<file path="src/rtl/muldiv_pkg.sv">
//----------------------------------------------------------------------------
// Widths, APB register map and divide step count of the RV32M coprocessor
// Opcode and controller state encodings
//----------------------------------------------------------------------------
package muldiv_pkg;

    localparam int XLEN      = 32;  // Operand and result width
    localparam int ADDR_W    = 5;   // APB address width
    localparam int DIV_STEPS = 32;  // One quotient bit per step
    localparam int STEP_W    = 5;   // Step counter width

    //------------------------------------------------------------------------
    // Register byte offsets
    //------------------------------------------------------------------------
    localparam logic [ADDR_W-1:0] REG_SRC1   = 5'h00;
    localparam logic [ADDR_W-1:0] REG_SRC2   = 5'h04;
    localparam logic [ADDR_W-1:0] REG_CMD    = 5'h08;
    localparam logic [ADDR_W-1:0] REG_STATUS = 5'h0C;
    localparam logic [ADDR_W-1:0] REG_RESULT = 5'h10;

    // RV32M funct3 order, bit 2 set for the divide family
    typedef enum logic [2:0] {
        MUL    = 3'd0,
        MULH   = 3'd1,
        MULHSU = 3'd2,
        MULHU  = 3'd3,
        DIV    = 3'd4,
        DIVU   = 3'd5,
        REM    = 3'd6,
        REMU   = 3'd7
    } md_op_e;

    typedef enum logic [2:0] {
        IDLE      = 3'd0,
        MUL_EXEC  = 3'd1,
        DIV_CHECK = 3'd2,
        DIV_EXEC  = 3'd3,
        RET       = 3'd4
    } md_state_e;

endpackage

</file>
<file path="src/rtl/md_req_if.sv">
//----------------------------------------------------------------------------
// Request and result channel between the register bank and the controller
//----------------------------------------------------------------------------
`timescale 1ns/10ps

interface md_req_if;

    logic                        start;  // One-cycle launch pulse
    muldiv_pkg::md_op_e          op;     // Stable while busy
    logic [muldiv_pkg::XLEN-1:0] src1;
    logic [muldiv_pkg::XLEN-1:0] src2;
    logic                        busy;
    logic [muldiv_pkg::XLEN-1:0] rslt;   // Valid while busy is low

    modport regs (
        output start, op, src1, src2,
        input  busy, rslt
    );

    modport ctrl (
        input  start, op,
        output busy, rslt
    );

endinterface

</file>
<file path="src/rtl/step_counter.sv">
//----------------------------------------------------------------------------
// Divide iteration counter, flags the final step
//----------------------------------------------------------------------------
`timescale 1ns/10ps

module step_counter (
    input  logic clk_i,
    input  logic rst_i,
    input  logic load_i,
    input  logic en_i,
    output logic last_o
);

    logic [muldiv_pkg::STEP_W-1:0] cnt_q;

    always_ff @(posedge clk_i) begin
        if (rst_i) begin
            cnt_q <= '0;
        end else if (load_i) begin
            cnt_q <= (muldiv_pkg::STEP_W)'(muldiv_pkg::DIV_STEPS - 1);
        end else if (en_i) begin
            cnt_q <= cnt_q - 1'b1;
        end
    end

    assign last_o = (cnt_q == '0);  // High during the last step

endmodule

</file>
<file path="src/rtl/mul_datapath.sv">
//----------------------------------------------------------------------------
// 33-bit signed multiplier with product register and word select
//----------------------------------------------------------------------------
`timescale 1ns/10ps

module mul_datapath (
    input  logic                        clk_i,
    input  logic                        load_i,
    input  muldiv_pkg::md_op_e          op_i,
    input  logic [muldiv_pkg::XLEN-1:0] src1_i,
    input  logic [muldiv_pkg::XLEN-1:0] src2_i,
    output logic [muldiv_pkg::XLEN-1:0] rslt_o
);

    logic                              src1_signed;
    logic                              src2_signed;
    logic signed [muldiv_pkg::XLEN:0]  src1_q;
    logic signed [muldiv_pkg::XLEN:0]  src2_q;
    logic                              high_q;
    logic signed [2*muldiv_pkg::XLEN+1:0] full;
    logic [2*muldiv_pkg::XLEN-1:0]     product_q;

    assign src1_signed = (op_i == muldiv_pkg::MULH) | (op_i == muldiv_pkg::MULHSU);
    assign src2_signed = (op_i == muldiv_pkg::MULH);
    assign full        = src1_q * src2_q;  // Extension bit makes one signed multiply

    always_ff @(posedge clk_i) begin
        if (load_i) begin
            src1_q <= {src1_signed & src1_i[muldiv_pkg::XLEN-1], src1_i};
            src2_q <= {src2_signed & src2_i[muldiv_pkg::XLEN-1], src2_i};
            high_q <= (op_i != muldiv_pkg::MUL);
        end
        product_q <= full[2*muldiv_pkg::XLEN-1:0];
    end

    assign rslt_o = high_q ? product_q[2*muldiv_pkg::XLEN-1:muldiv_pkg::XLEN]
                           : product_q[muldiv_pkg::XLEN-1:0];

endmodule

</file>
<file path="src/rtl/div_datapath.sv">
//----------------------------------------------------------------------------
// Restoring shift-subtract divider on operand magnitudes
// Sign fix-up of quotient and remainder at the output
//----------------------------------------------------------------------------
`timescale 1ns/10ps

module div_datapath (
    input  logic                        clk_i,
    input  logic                        rst_i,
    input  logic                        load_i,
    input  logic                        prep_i,
    input  logic                        zero_fix_i,
    input  logic                        step_i,
    input  muldiv_pkg::md_op_e          op_i,
    input  logic [muldiv_pkg::XLEN-1:0] src1_i,
    input  logic [muldiv_pkg::XLEN-1:0] src2_i,
    output logic                        divisor_zero_o,
    output logic [muldiv_pkg::XLEN-1:0] rslt_o
);

    logic                        is_signed;
    logic                        is_rem_q;
    logic                        dvd_neg_q;
    logic                        dvs_neg_q;
    logic                        quo_neg_q;
    logic                        rem_neg_q;
    logic [muldiv_pkg::XLEN-1:0] divisor_q;
    logic [muldiv_pkg::XLEN-1:0] rem_q;
    logic [muldiv_pkg::XLEN-1:0] quo_q;
    logic [muldiv_pkg::XLEN:0]   shifted;
    logic [muldiv_pkg::XLEN+1:0] diff;
    logic                        fits;

    assign is_signed = ~op_i[0];                         // DIV and REM
    assign shifted   = {rem_q, quo_q[muldiv_pkg::XLEN-1]};
    assign diff      = {1'b0, shifted} - {2'b00, divisor_q};
    assign fits      = ~diff[muldiv_pkg::XLEN+1];        // No borrow

    assign divisor_zero_o = (divisor_q == '0);

    always_ff @(posedge clk_i) begin
        if (rst_i) begin
            is_rem_q  <= 1'b0;
            dvd_neg_q <= 1'b0;
            dvs_neg_q <= 1'b0;
            quo_neg_q <= 1'b0;
            rem_neg_q <= 1'b0;
        end else if (load_i) begin
            is_rem_q  <= op_i[1];
            dvd_neg_q <= is_signed & src1_i[muldiv_pkg::XLEN-1];
            dvs_neg_q <= is_signed & src2_i[muldiv_pkg::XLEN-1];
            quo_neg_q <= is_signed & (src1_i[muldiv_pkg::XLEN-1] ^ src2_i[muldiv_pkg::XLEN-1]);
            rem_neg_q <= is_signed & src1_i[muldiv_pkg::XLEN-1];  // Follows the dividend
        end else if (zero_fix_i) begin
            quo_neg_q <= 1'b0;
            rem_neg_q <= 1'b0;
        end
    end

    always_ff @(posedge clk_i) begin
        if (load_i) begin
            divisor_q <= src2_i;
            rem_q     <= src1_i;                             // Raw dividend until prep
            quo_q     <= '0;
        end else if (prep_i) begin
            divisor_q <= dvs_neg_q ? -divisor_q : divisor_q;
            rem_q     <= '0;
            quo_q     <= dvd_neg_q ? -rem_q : rem_q;         // Dividend shifts out of quo
        end else if (zero_fix_i) begin
            quo_q <= '1;                                     // Remainder keeps the dividend
        end else if (step_i) begin
            rem_q <= fits ? diff[muldiv_pkg::XLEN-1:0] : shifted[muldiv_pkg::XLEN-1:0];
            quo_q <= {quo_q[muldiv_pkg::XLEN-2:0], fits};
        end
    end

    always_comb begin
        if (is_rem_q) begin
            rslt_o = rem_neg_q ? -rem_q : rem_q;
        end else begin
            rslt_o = quo_neg_q ? -quo_q : quo_q;
        end
    end

endmodule

</file>
<file path="src/rtl/md_ctrl.sv">
//----------------------------------------------------------------------------
// Operation FSM steering the multiply and divide datapaths
//----------------------------------------------------------------------------
`timescale 1ns/10ps

module md_ctrl (
    input  logic                        clk_i,
    input  logic                        rst_i,
    md_req_if.ctrl                      req,
    output logic                        mul_load_o,
    output logic                        div_load_o,
    output logic                        div_prep_o,
    output logic                        div_zero_fix_o,
    output logic                        div_step_o,
    output logic                        cnt_load_o,
    output logic                        cnt_en_o,
    input  logic                        last_i,
    input  logic                        divisor_zero_i,
    input  logic [muldiv_pkg::XLEN-1:0] mul_rslt_i,
    input  logic [muldiv_pkg::XLEN-1:0] div_rslt_i
);

    muldiv_pkg::md_state_e       state_q;
    muldiv_pkg::md_state_e       state_d;
    logic                        is_idle;
    logic                        in_check;
    logic [muldiv_pkg::XLEN-1:0] rslt_q;

    assign is_idle  = (state_q == muldiv_pkg::IDLE);
    assign in_check = (state_q == muldiv_pkg::DIV_CHECK);

    assign mul_load_o     = is_idle & req.start & ~req.op[2];
    assign div_load_o     = is_idle & req.start & req.op[2];
    assign div_prep_o     = in_check & ~divisor_zero_i;
    assign div_zero_fix_o = in_check & divisor_zero_i;   // Skips the step loop
    assign cnt_load_o     = div_prep_o;
    assign div_step_o     = (state_q == muldiv_pkg::DIV_EXEC);
    assign cnt_en_o       = div_step_o;

    assign req.busy = ~is_idle;
    assign req.rslt = rslt_q;

    always_comb begin
        state_d = state_q;
        case (state_q)
            muldiv_pkg::IDLE: begin
                if (req.start) begin
                    state_d = req.op[2] ? muldiv_pkg::DIV_CHECK : muldiv_pkg::MUL_EXEC;
                end
            end
            muldiv_pkg::MUL_EXEC:  state_d = muldiv_pkg::RET;  // Product registers here
            muldiv_pkg::DIV_CHECK: begin
                state_d = divisor_zero_i ? muldiv_pkg::RET : muldiv_pkg::DIV_EXEC;
            end
            muldiv_pkg::DIV_EXEC: begin
                if (last_i) begin
                    state_d = muldiv_pkg::RET;
                end
            end
            default: state_d = muldiv_pkg::IDLE;
        endcase
    end

    always_ff @(posedge clk_i) begin
        if (rst_i) begin
            state_q <= muldiv_pkg::IDLE;
        end else begin
            state_q <= state_d;
        end
    end

    always_ff @(posedge clk_i) begin
        if (state_q == muldiv_pkg::RET) begin
            rslt_q <= req.op[2] ? div_rslt_i : mul_rslt_i;
        end
    end

endmodule

</file>
<file path="src/rtl/apb_regs.sv">
//----------------------------------------------------------------------------
// APB slave register bank: operands, command, status and result
// Wait states for CMD and RESULT while an operation runs
//----------------------------------------------------------------------------
`timescale 1ns/10ps

module apb_regs (
    input  logic                          clk_i,
    input  logic                          rst_i,
    input  logic                          psel_i,
    input  logic                          penable_i,
    input  logic                          pwrite_i,
    input  logic [muldiv_pkg::ADDR_W-1:0] paddr_i,
    input  logic [muldiv_pkg::XLEN-1:0]   pwdata_i,
    output logic [muldiv_pkg::XLEN-1:0]   prdata_o,
    output logic                          pready_o,
    output logic                          pslverr_o,
    md_req_if.regs                        req
);

    logic                        access;
    logic                        addr_ok;
    logic                        hold;
    logic                        xfer;
    logic                        cmd_wr;
    logic [muldiv_pkg::XLEN-1:0] src1_q;
    logic [muldiv_pkg::XLEN-1:0] src2_q;
    muldiv_pkg::md_op_e          op_q;
    muldiv_pkg::md_op_e          op_wr;
    logic                        busy_q;
    logic                        done_q;

    assign access = psel_i & penable_i;  // APB access phase
    assign op_wr  = muldiv_pkg::md_op_e'(pwdata_i[2:0]);

    always_comb begin
        case (paddr_i)
            muldiv_pkg::REG_SRC1, muldiv_pkg::REG_SRC2, muldiv_pkg::REG_CMD,
            muldiv_pkg::REG_STATUS, muldiv_pkg::REG_RESULT: addr_ok = 1'b1;
            default:                                        addr_ok = 1'b0;  // Unaligned too
        endcase
    end

    // CMD writes and RESULT reads wait for the running operation
    assign hold = req.busy & (((paddr_i == muldiv_pkg::REG_CMD) & pwrite_i) |
                              ((paddr_i == muldiv_pkg::REG_RESULT) & ~pwrite_i));

    assign pready_o  = ~(access & hold);
    assign pslverr_o = access & ~addr_ok;
    assign xfer      = access & pready_o & addr_ok;
    assign cmd_wr    = xfer & pwrite_i & (paddr_i == muldiv_pkg::REG_CMD);

    assign req.start = cmd_wr;                   // Busy is low, else pready would hold
    assign req.op    = cmd_wr ? op_wr : op_q;    // Opcode visible in the launch cycle
    assign req.src1  = src1_q;
    assign req.src2  = src2_q;

    always_ff @(posedge clk_i) begin
        if (xfer & pwrite_i & (paddr_i == muldiv_pkg::REG_SRC1)) begin
            src1_q <= pwdata_i;
        end
        if (xfer & pwrite_i & (paddr_i == muldiv_pkg::REG_SRC2)) begin
            src2_q <= pwdata_i;
        end
    end

    always_ff @(posedge clk_i) begin
        if (rst_i) begin
            op_q   <= muldiv_pkg::MUL;
            busy_q <= 1'b0;
            done_q <= 1'b0;
        end else begin
            busy_q <= req.busy;
            if (cmd_wr) begin
                op_q   <= op_wr;
                done_q <= 1'b0;                  // New operation clears done
            end else if (busy_q & ~req.busy) begin
                done_q <= 1'b1;                  // Falling edge of busy
            end
        end
    end

    always_comb begin
        prdata_o = '0;
        case (paddr_i)
            muldiv_pkg::REG_SRC1:   prdata_o = src1_q;
            muldiv_pkg::REG_SRC2:   prdata_o = src2_q;
            muldiv_pkg::REG_CMD:    prdata_o[2:0] = op_q;
            muldiv_pkg::REG_STATUS: prdata_o[1:0] = {done_q, req.busy};
            muldiv_pkg::REG_RESULT: prdata_o = req.rslt;
            default:                prdata_o = '0;
        endcase
    end

endmodule

</file>
<file path="src/rtl/muldiv_top.sv">
//----------------------------------------------------------------------------
// RV32M multiply and divide coprocessor with an APB slave port
//----------------------------------------------------------------------------
`timescale 1ns/10ps

module muldiv_top (
    input  logic                          clk_i,
    input  logic                          rst_i,
    input  logic                          psel_i,
    input  logic                          penable_i,
    input  logic                          pwrite_i,
    input  logic [muldiv_pkg::ADDR_W-1:0] paddr_i,
    input  logic [muldiv_pkg::XLEN-1:0]   pwdata_i,
    output logic [muldiv_pkg::XLEN-1:0]   prdata_o,
    output logic                          pready_o,
    output logic                          pslverr_o
);

    logic                        mul_load;
    logic                        div_load;
    logic                        div_prep;
    logic                        div_zero_fix;
    logic                        div_step;
    logic                        cnt_load;
    logic                        cnt_en;
    logic                        last;
    logic                        divisor_zero;
    logic [muldiv_pkg::XLEN-1:0] mul_rslt;
    logic [muldiv_pkg::XLEN-1:0] div_rslt;

    md_req_if req_if ();

    apb_regs u_apb_regs (
        .clk_i     (clk_i),
        .rst_i     (rst_i),
        .psel_i    (psel_i),
        .penable_i (penable_i),
        .pwrite_i  (pwrite_i),
        .paddr_i   (paddr_i),
        .pwdata_i  (pwdata_i),
        .prdata_o  (prdata_o),
        .pready_o  (pready_o),
        .pslverr_o (pslverr_o),
        .req       (req_if.regs)
    );

    md_ctrl u_md_ctrl (
        .clk_i          (clk_i),
        .rst_i          (rst_i),
        .req            (req_if.ctrl),
        .mul_load_o     (mul_load),
        .div_load_o     (div_load),
        .div_prep_o     (div_prep),
        .div_zero_fix_o (div_zero_fix),
        .div_step_o     (div_step),
        .cnt_load_o     (cnt_load),
        .cnt_en_o       (cnt_en),
        .last_i         (last),
        .divisor_zero_i (divisor_zero),
        .mul_rslt_i     (mul_rslt),
        .div_rslt_i     (div_rslt)
    );

    step_counter u_step_counter (
        .clk_i  (clk_i),
        .rst_i  (rst_i),
        .load_i (cnt_load),
        .en_i   (cnt_en),
        .last_o (last)
    );

    div_datapath u_div_datapath (
        .clk_i          (clk_i),
        .rst_i          (rst_i),
        .load_i         (div_load),
        .prep_i         (div_prep),
        .zero_fix_i     (div_zero_fix),
        .step_i         (div_step),
        .op_i           (req_if.op),
        .src1_i         (req_if.src1),
        .src2_i         (req_if.src2),
        .divisor_zero_o (divisor_zero),
        .rslt_o         (div_rslt)
    );

    mul_datapath u_mul_datapath (
        .clk_i  (clk_i),
        .load_i (mul_load),
        .op_i   (req_if.op),
        .src1_i (req_if.src1),
        .src2_i (req_if.src2),
        .rslt_o (mul_rslt)
    );

endmodule

</file>
<file path="config.mk">
export PLATFORM = sky130hd
export DESIGN_NAME = muldiv_top
export DESIGN_NICKNAME = d
export VERILOG_FILES = /design/src/rtl/muldiv_pkg.sv /design/src/rtl/md_req_if.sv /design/src/rtl/step_counter.sv /design/src/rtl/mul_datapath.sv /design/src/rtl/div_datapath.sv /design/src/rtl/md_ctrl.sv /design/src/rtl/apb_regs.sv /design/src/rtl/muldiv_top.sv
export SDC_FILE = /design/constraint.sdc
export NUM_CORES = 2
export LEC_CHECK = 0
export BUFFER_PORTS_ARGS = -buffer_cell sky130_fd_sc_hd__buf_2
export CAP_MARGIN = 20
export CORE_MARGIN = 1
export CORE_UTILIZATION = 60
export CTS_CLUSTER_SIZE = 30
export DETAILED_ROUTE_END_ITERATION = 8
export GPL_ROUTABILITY_DRIVEN = 0
export GPL_TIMING_DRIVEN = 0
export PLACE_DENSITY = 0.79
export SLEW_MARGIN = 5
export SYNTH_ARGS = -nofsm -noshare
export SYNTH_HDL_FRONTEND = slang
export SYNTH_HIERARCHICAL = 1
export SYNTH_SLANG_ARGS = --single-unit
</file>
<file path="constraint.sdc">
create_clock -name clk_i -period 7.5 [get_ports clk_i]
set_clock_uncertainty 0.1 [all_clocks]
set_input_delay 1.125 -clock clk_i [delete_from_list [all_inputs] [get_ports clk_i]]
set_output_delay 1.125 -clock clk_i [all_outputs]
set_load 0.02 [all_outputs]
</file>
==> results.cfg <==
[run_status]
status = finished, violations left
violations = negative setup slack

[yosys]
synth_top_family_by_area = adder cells
synth-compound-area-share_pct = 6.25
synthSimpleGateAreaFrac_pct = 15.2
ys_seq_area_share_pct = 16.4
ys_warn_count = 6
avgSynthCellArea_sq_um = 9.72
synth_cell_types = 89
syn-instance-count = 5699
yosys.area_share.adder_pct = 46.3
muxShareOfSynthArea_pct = 2.40
synth_ff_type = edfxtp_1
mappedNetlistArea_sq_um = 55400
async_flop_share_pct = 0
synth_xor_area_share_pct = 3.54
synth_edf_count = 227
synth_seq_cells = 341
syn_nets = 7115

[final_layout]
fillCellCount = 6396
instances_no_fill = 7261
fin_util_pct = 68.5
seqCellArea_sq_um = 9100
multiInputGateArea_sq_um = 41900
nNetsFinal = 7445
design_area_sq_um = 62700
synthToLayoutAreaGrowth_pct = 13.2
drive_gt1_share_pct = 14.5

[global_route]
antenna_found_initial = 28
grt_pass1_wl_um = 300000
grt_usage_pct = 44.2
grt_max_degree = 35
grt_overflow = 0
grt_pass1_vias = 47300

[setup_path]
path_cells = clkbuf_4, nand2_1, fa_1, inv_1, fa_1, fa_1, fa_1, fa_1, fa_1, fa_1, inv_1, fa_1, inv_1, ha_1, buf_4, nand2_2, o21ai_0, nor3_1, a21oi_4, a31oi_4, or4_1, nand3_2
r2r-start = u_mul_datapath/src2_q[26]
slowest_stage = fa_1
r2r_cells = 22
arrival_ps = 8590
r2r_setup_slack_ps = -730
start_kind = flop
worst-endpoint-required_ps = 7860
cp_max_fo = 10
slowest_delay_ps = 660
crit_top_cell = fa_1
critPathBufInv = 5
worstSetupPathType = reg2reg
worst_path_dominant_cell_family = adder cells
reg2reg_to = u_mul_datapath/product_q[62]
end_kind = flop

[detailed_routing]
drt_first_iter_violations = 6680
dr.pass1.iters = 9
finalWirelength_um = 206000
wl_per_cell_um = 28.4
num_vias = 46300
drtAntennaViolNets = 0
via_per_inst = 6.37
drc = 0

[placement]
dp_slack_ps = -1590
post-place-cells = 6973
postPlaceCellArea_sq_um = 57500
post-dp-hpwl_um = 156000
numPortBuffers = 73

[timing]
setup-violations-final = 35
max_freq_mhz = 122
finalHoldViolCount = 0
whs_ps = 386
timing.final.crit_share_pct = 110
worst_slack_ps = -728
fin_crit_ps = 8230
tightestPinTransition_ps = 1180
slew_headroom_pct = 20.6
rsz0062_at_grt = yes
tns_ps = -15330
maxSlewViolCount = 0

[clocking]
worstSkewPairLatency_ps = 530
clk_pin_slew_worst_paths_ps = 60
cts_tree = yes
cts_sinks = 341
cts_made_buffers = 34
cts.path.max_buffers = 3
h-tree-depth = 2
root_buffer = clkbuf_16
cts_hold_buf = 0

[power]
p_per_area_nw_per_um2 = 181
power.leakage_nw = 29.3
p_total_mw = 11.3
ir_worst_vdd_v = 0.000290

[die]
fp.coreArea_sq_um = 91500
die-area_sq_um = 93600
die_h_um = 306
initial_core_util_pct = 60.5
fp.dieW_um = 306
rows = 111
boundaryPins = 76

[flow_run]
drv_cap = 0

[hold_path]
min_path_cells = 2
hold_path_end = u_div_datapath/quo_q[31]
hold_path.class = reg2reg
min_from = u_div_datapath/quo_q[31]
==> cells by family (layout without fill, tap and decap cells) <==
family	Yosys count	in the layout
simple gates	1660	1660
buf+inv	1449	1804
fa+ha+maj	1374	1374
compound gates	527	527
flops	341	341
xor+xnor	224	224
mux	124	124
other cells	0	21
==> repair_timing <==
| item | 4_1_cts | 5_1_grt |
|---|---|---|
| setup buffers | 187 | 38 |
| pin swaps | 93 | 41 |
| endpoints found under the setup margin | 43 | 35 |
| hold endpoints to repair | 0 | 0 |
| cloned | 0 | 0 |
| resized for setup | 595 | 143 |
==> cell type report <==
class,instances,share of cell area [%]
diodes,21,0.0838
clock inverters,17,0.251
flip-flops and latches,341,14.5
multi-input cells,3909,66.8
well taps,1186,2.37
plain buffers,282,3.56
inverters,1149,6.90
clock buffers,44,1.55
repair buffers,312,3.92
==> registers in the layout (all words and copies together), names as in the netlist, 5 cells and up <==
register and cells:
u_mul_datapath/product_q 64, u_mul_datapath/src1_q 33, u_mul_datapath/src2_q 33, u_apb_regs/req.src1 32, u_apb_regs/req.src2 32, u_div_datapath/divisor_q 32, u_div_datapath/quo_q 32, u_div_datapath/rem_q 32
u_md_ctrl/req.rslt 32, u_step_counter/cnt_q 5
==> how the worst max path moves through the flow <==
stage	from	end	cells after the start
floorplan	u_mul_datapath/src1_q[32]	u_mul_datapath/product_q[62]	25
global placement	u_mul_datapath/src2_q[15]	u_mul_datapath/product_q[51]	26
detailed placement	u_mul_datapath/src2_q[15]	u_mul_datapath/product_q[51]	26
CTS	u_mul_datapath/src2_q[0]	u_mul_datapath/product_q[59]	27
global route	u_mul_datapath/src2_q[5]	u_mul_datapath/product_q[62]	24
finish	u_mul_datapath/src2_q[26]	u_mul_datapath/product_q[62]	22
==> worst reg2reg max path, cell delays in order (launching register included) <==
cell and delay (ps):
edfxtp_1 630, clkbuf_4 410, nand2_1 150, fa_1 500
inv_1 60, fa_1 480, fa_1 660, fa_1 500
fa_1 600, fa_1 500, fa_1 510, inv_1 60
fa_1 550, inv_1 80, ha_1 290, buf_4 180
nand2_2 150, o21ai_0 400, nor3_1 180, a21oi_4 400
a31oi_4 200, or4_1 460, nand3_2 110
==> power by group <==
part	internal [mW]	total, mW	switching, mW	leakage, nW
Combinational	2.89	7.19	4.30	25.8
Sequential	2.24	2.38	0.138	2.99
Clock	0.997	1.77	0.769	0.558
==> routing by layer <==
metal,up-vias,track usage [%],share of wire (%)
li1,18100,-,-
met1,22500,51.4,31
met4,30,32.1,10
met5,-,2.12,0.17
met3,1445,21.6,17
met2,4217,63.1,41
==> placed cells by master (no fill, tap or decap), drive strengths merged, types with 18 or more instances in the layout <==
master and n:
and2 547, xnor2 121, a21oi 179, or3 32, mux2 71, nor2b 39, inv 1149, xor2 103
o21bai 18, clkbuf 259, nand3 32, ha 248, nor3 34, buf 379, nand4 19, or4 18
a221oi 21, nand2 717, fa 1126, nor2 103, diode 21, mux2i 53, a221o 30, edfxtp 227
and3 44, a21o 44, o21ai 133, o31ai 20, nand2b 30, dfxtp 114
==> synthesized netlist by cell type, drive strengths merged (8+ instances only) <==
| cell | n | area share, % |
|---|---|---|
| a21o | 44 | 0.60 |
| a21oi | 179 | 1.7 |
| a221o | 30 | 0.54 |
| a221oi | 21 | 0.37 |
| a31oi | 9 | 0.11 |
| and2 | 547 | 6.2 |
| and3 | 44 | 0.51 |
| buf | 37 | 0.36 |
| clkbuf | 263 | 1.8 |
| dfxtp | 114 | 4.1 |
| edfxtp | 227 | 12 |
| fa | 1126 | 41 |
| ha | 248 | 5.6 |
| inv | 1149 | 7.8 |
| mux2 | 71 | 1.4 |
| mux2i | 53 | 0.96 |
| nand2 | 717 | 4.9 |
| nand2b | 30 | 0.34 |
| nand3 | 32 | 0.29 |
| nand4 | 19 | 0.21 |
| nor2 | 103 | 0.70 |
| nor2b | 39 | 0.44 |
| nor3 | 34 | 0.31 |
| nor3b | 8 | 0.11 |
| nor4 | 13 | 0.22 |
| o211ai | 12 | 0.17 |
| o21ai | 133 | 1.2 |
| o21bai | 18 | 0.25 |
| o31ai | 20 | 0.30 |
| o41ai | 9 | 0.18 |
| or2 | 10 | 0.11 |
| or3 | 32 | 0.42 |
| or4 | 18 | 0.26 |
| xnor2 | 121 | 1.9 |
| xor2 | 103 | 1.6 |
No activity file was read; power rests on OpenSTA's default activity.
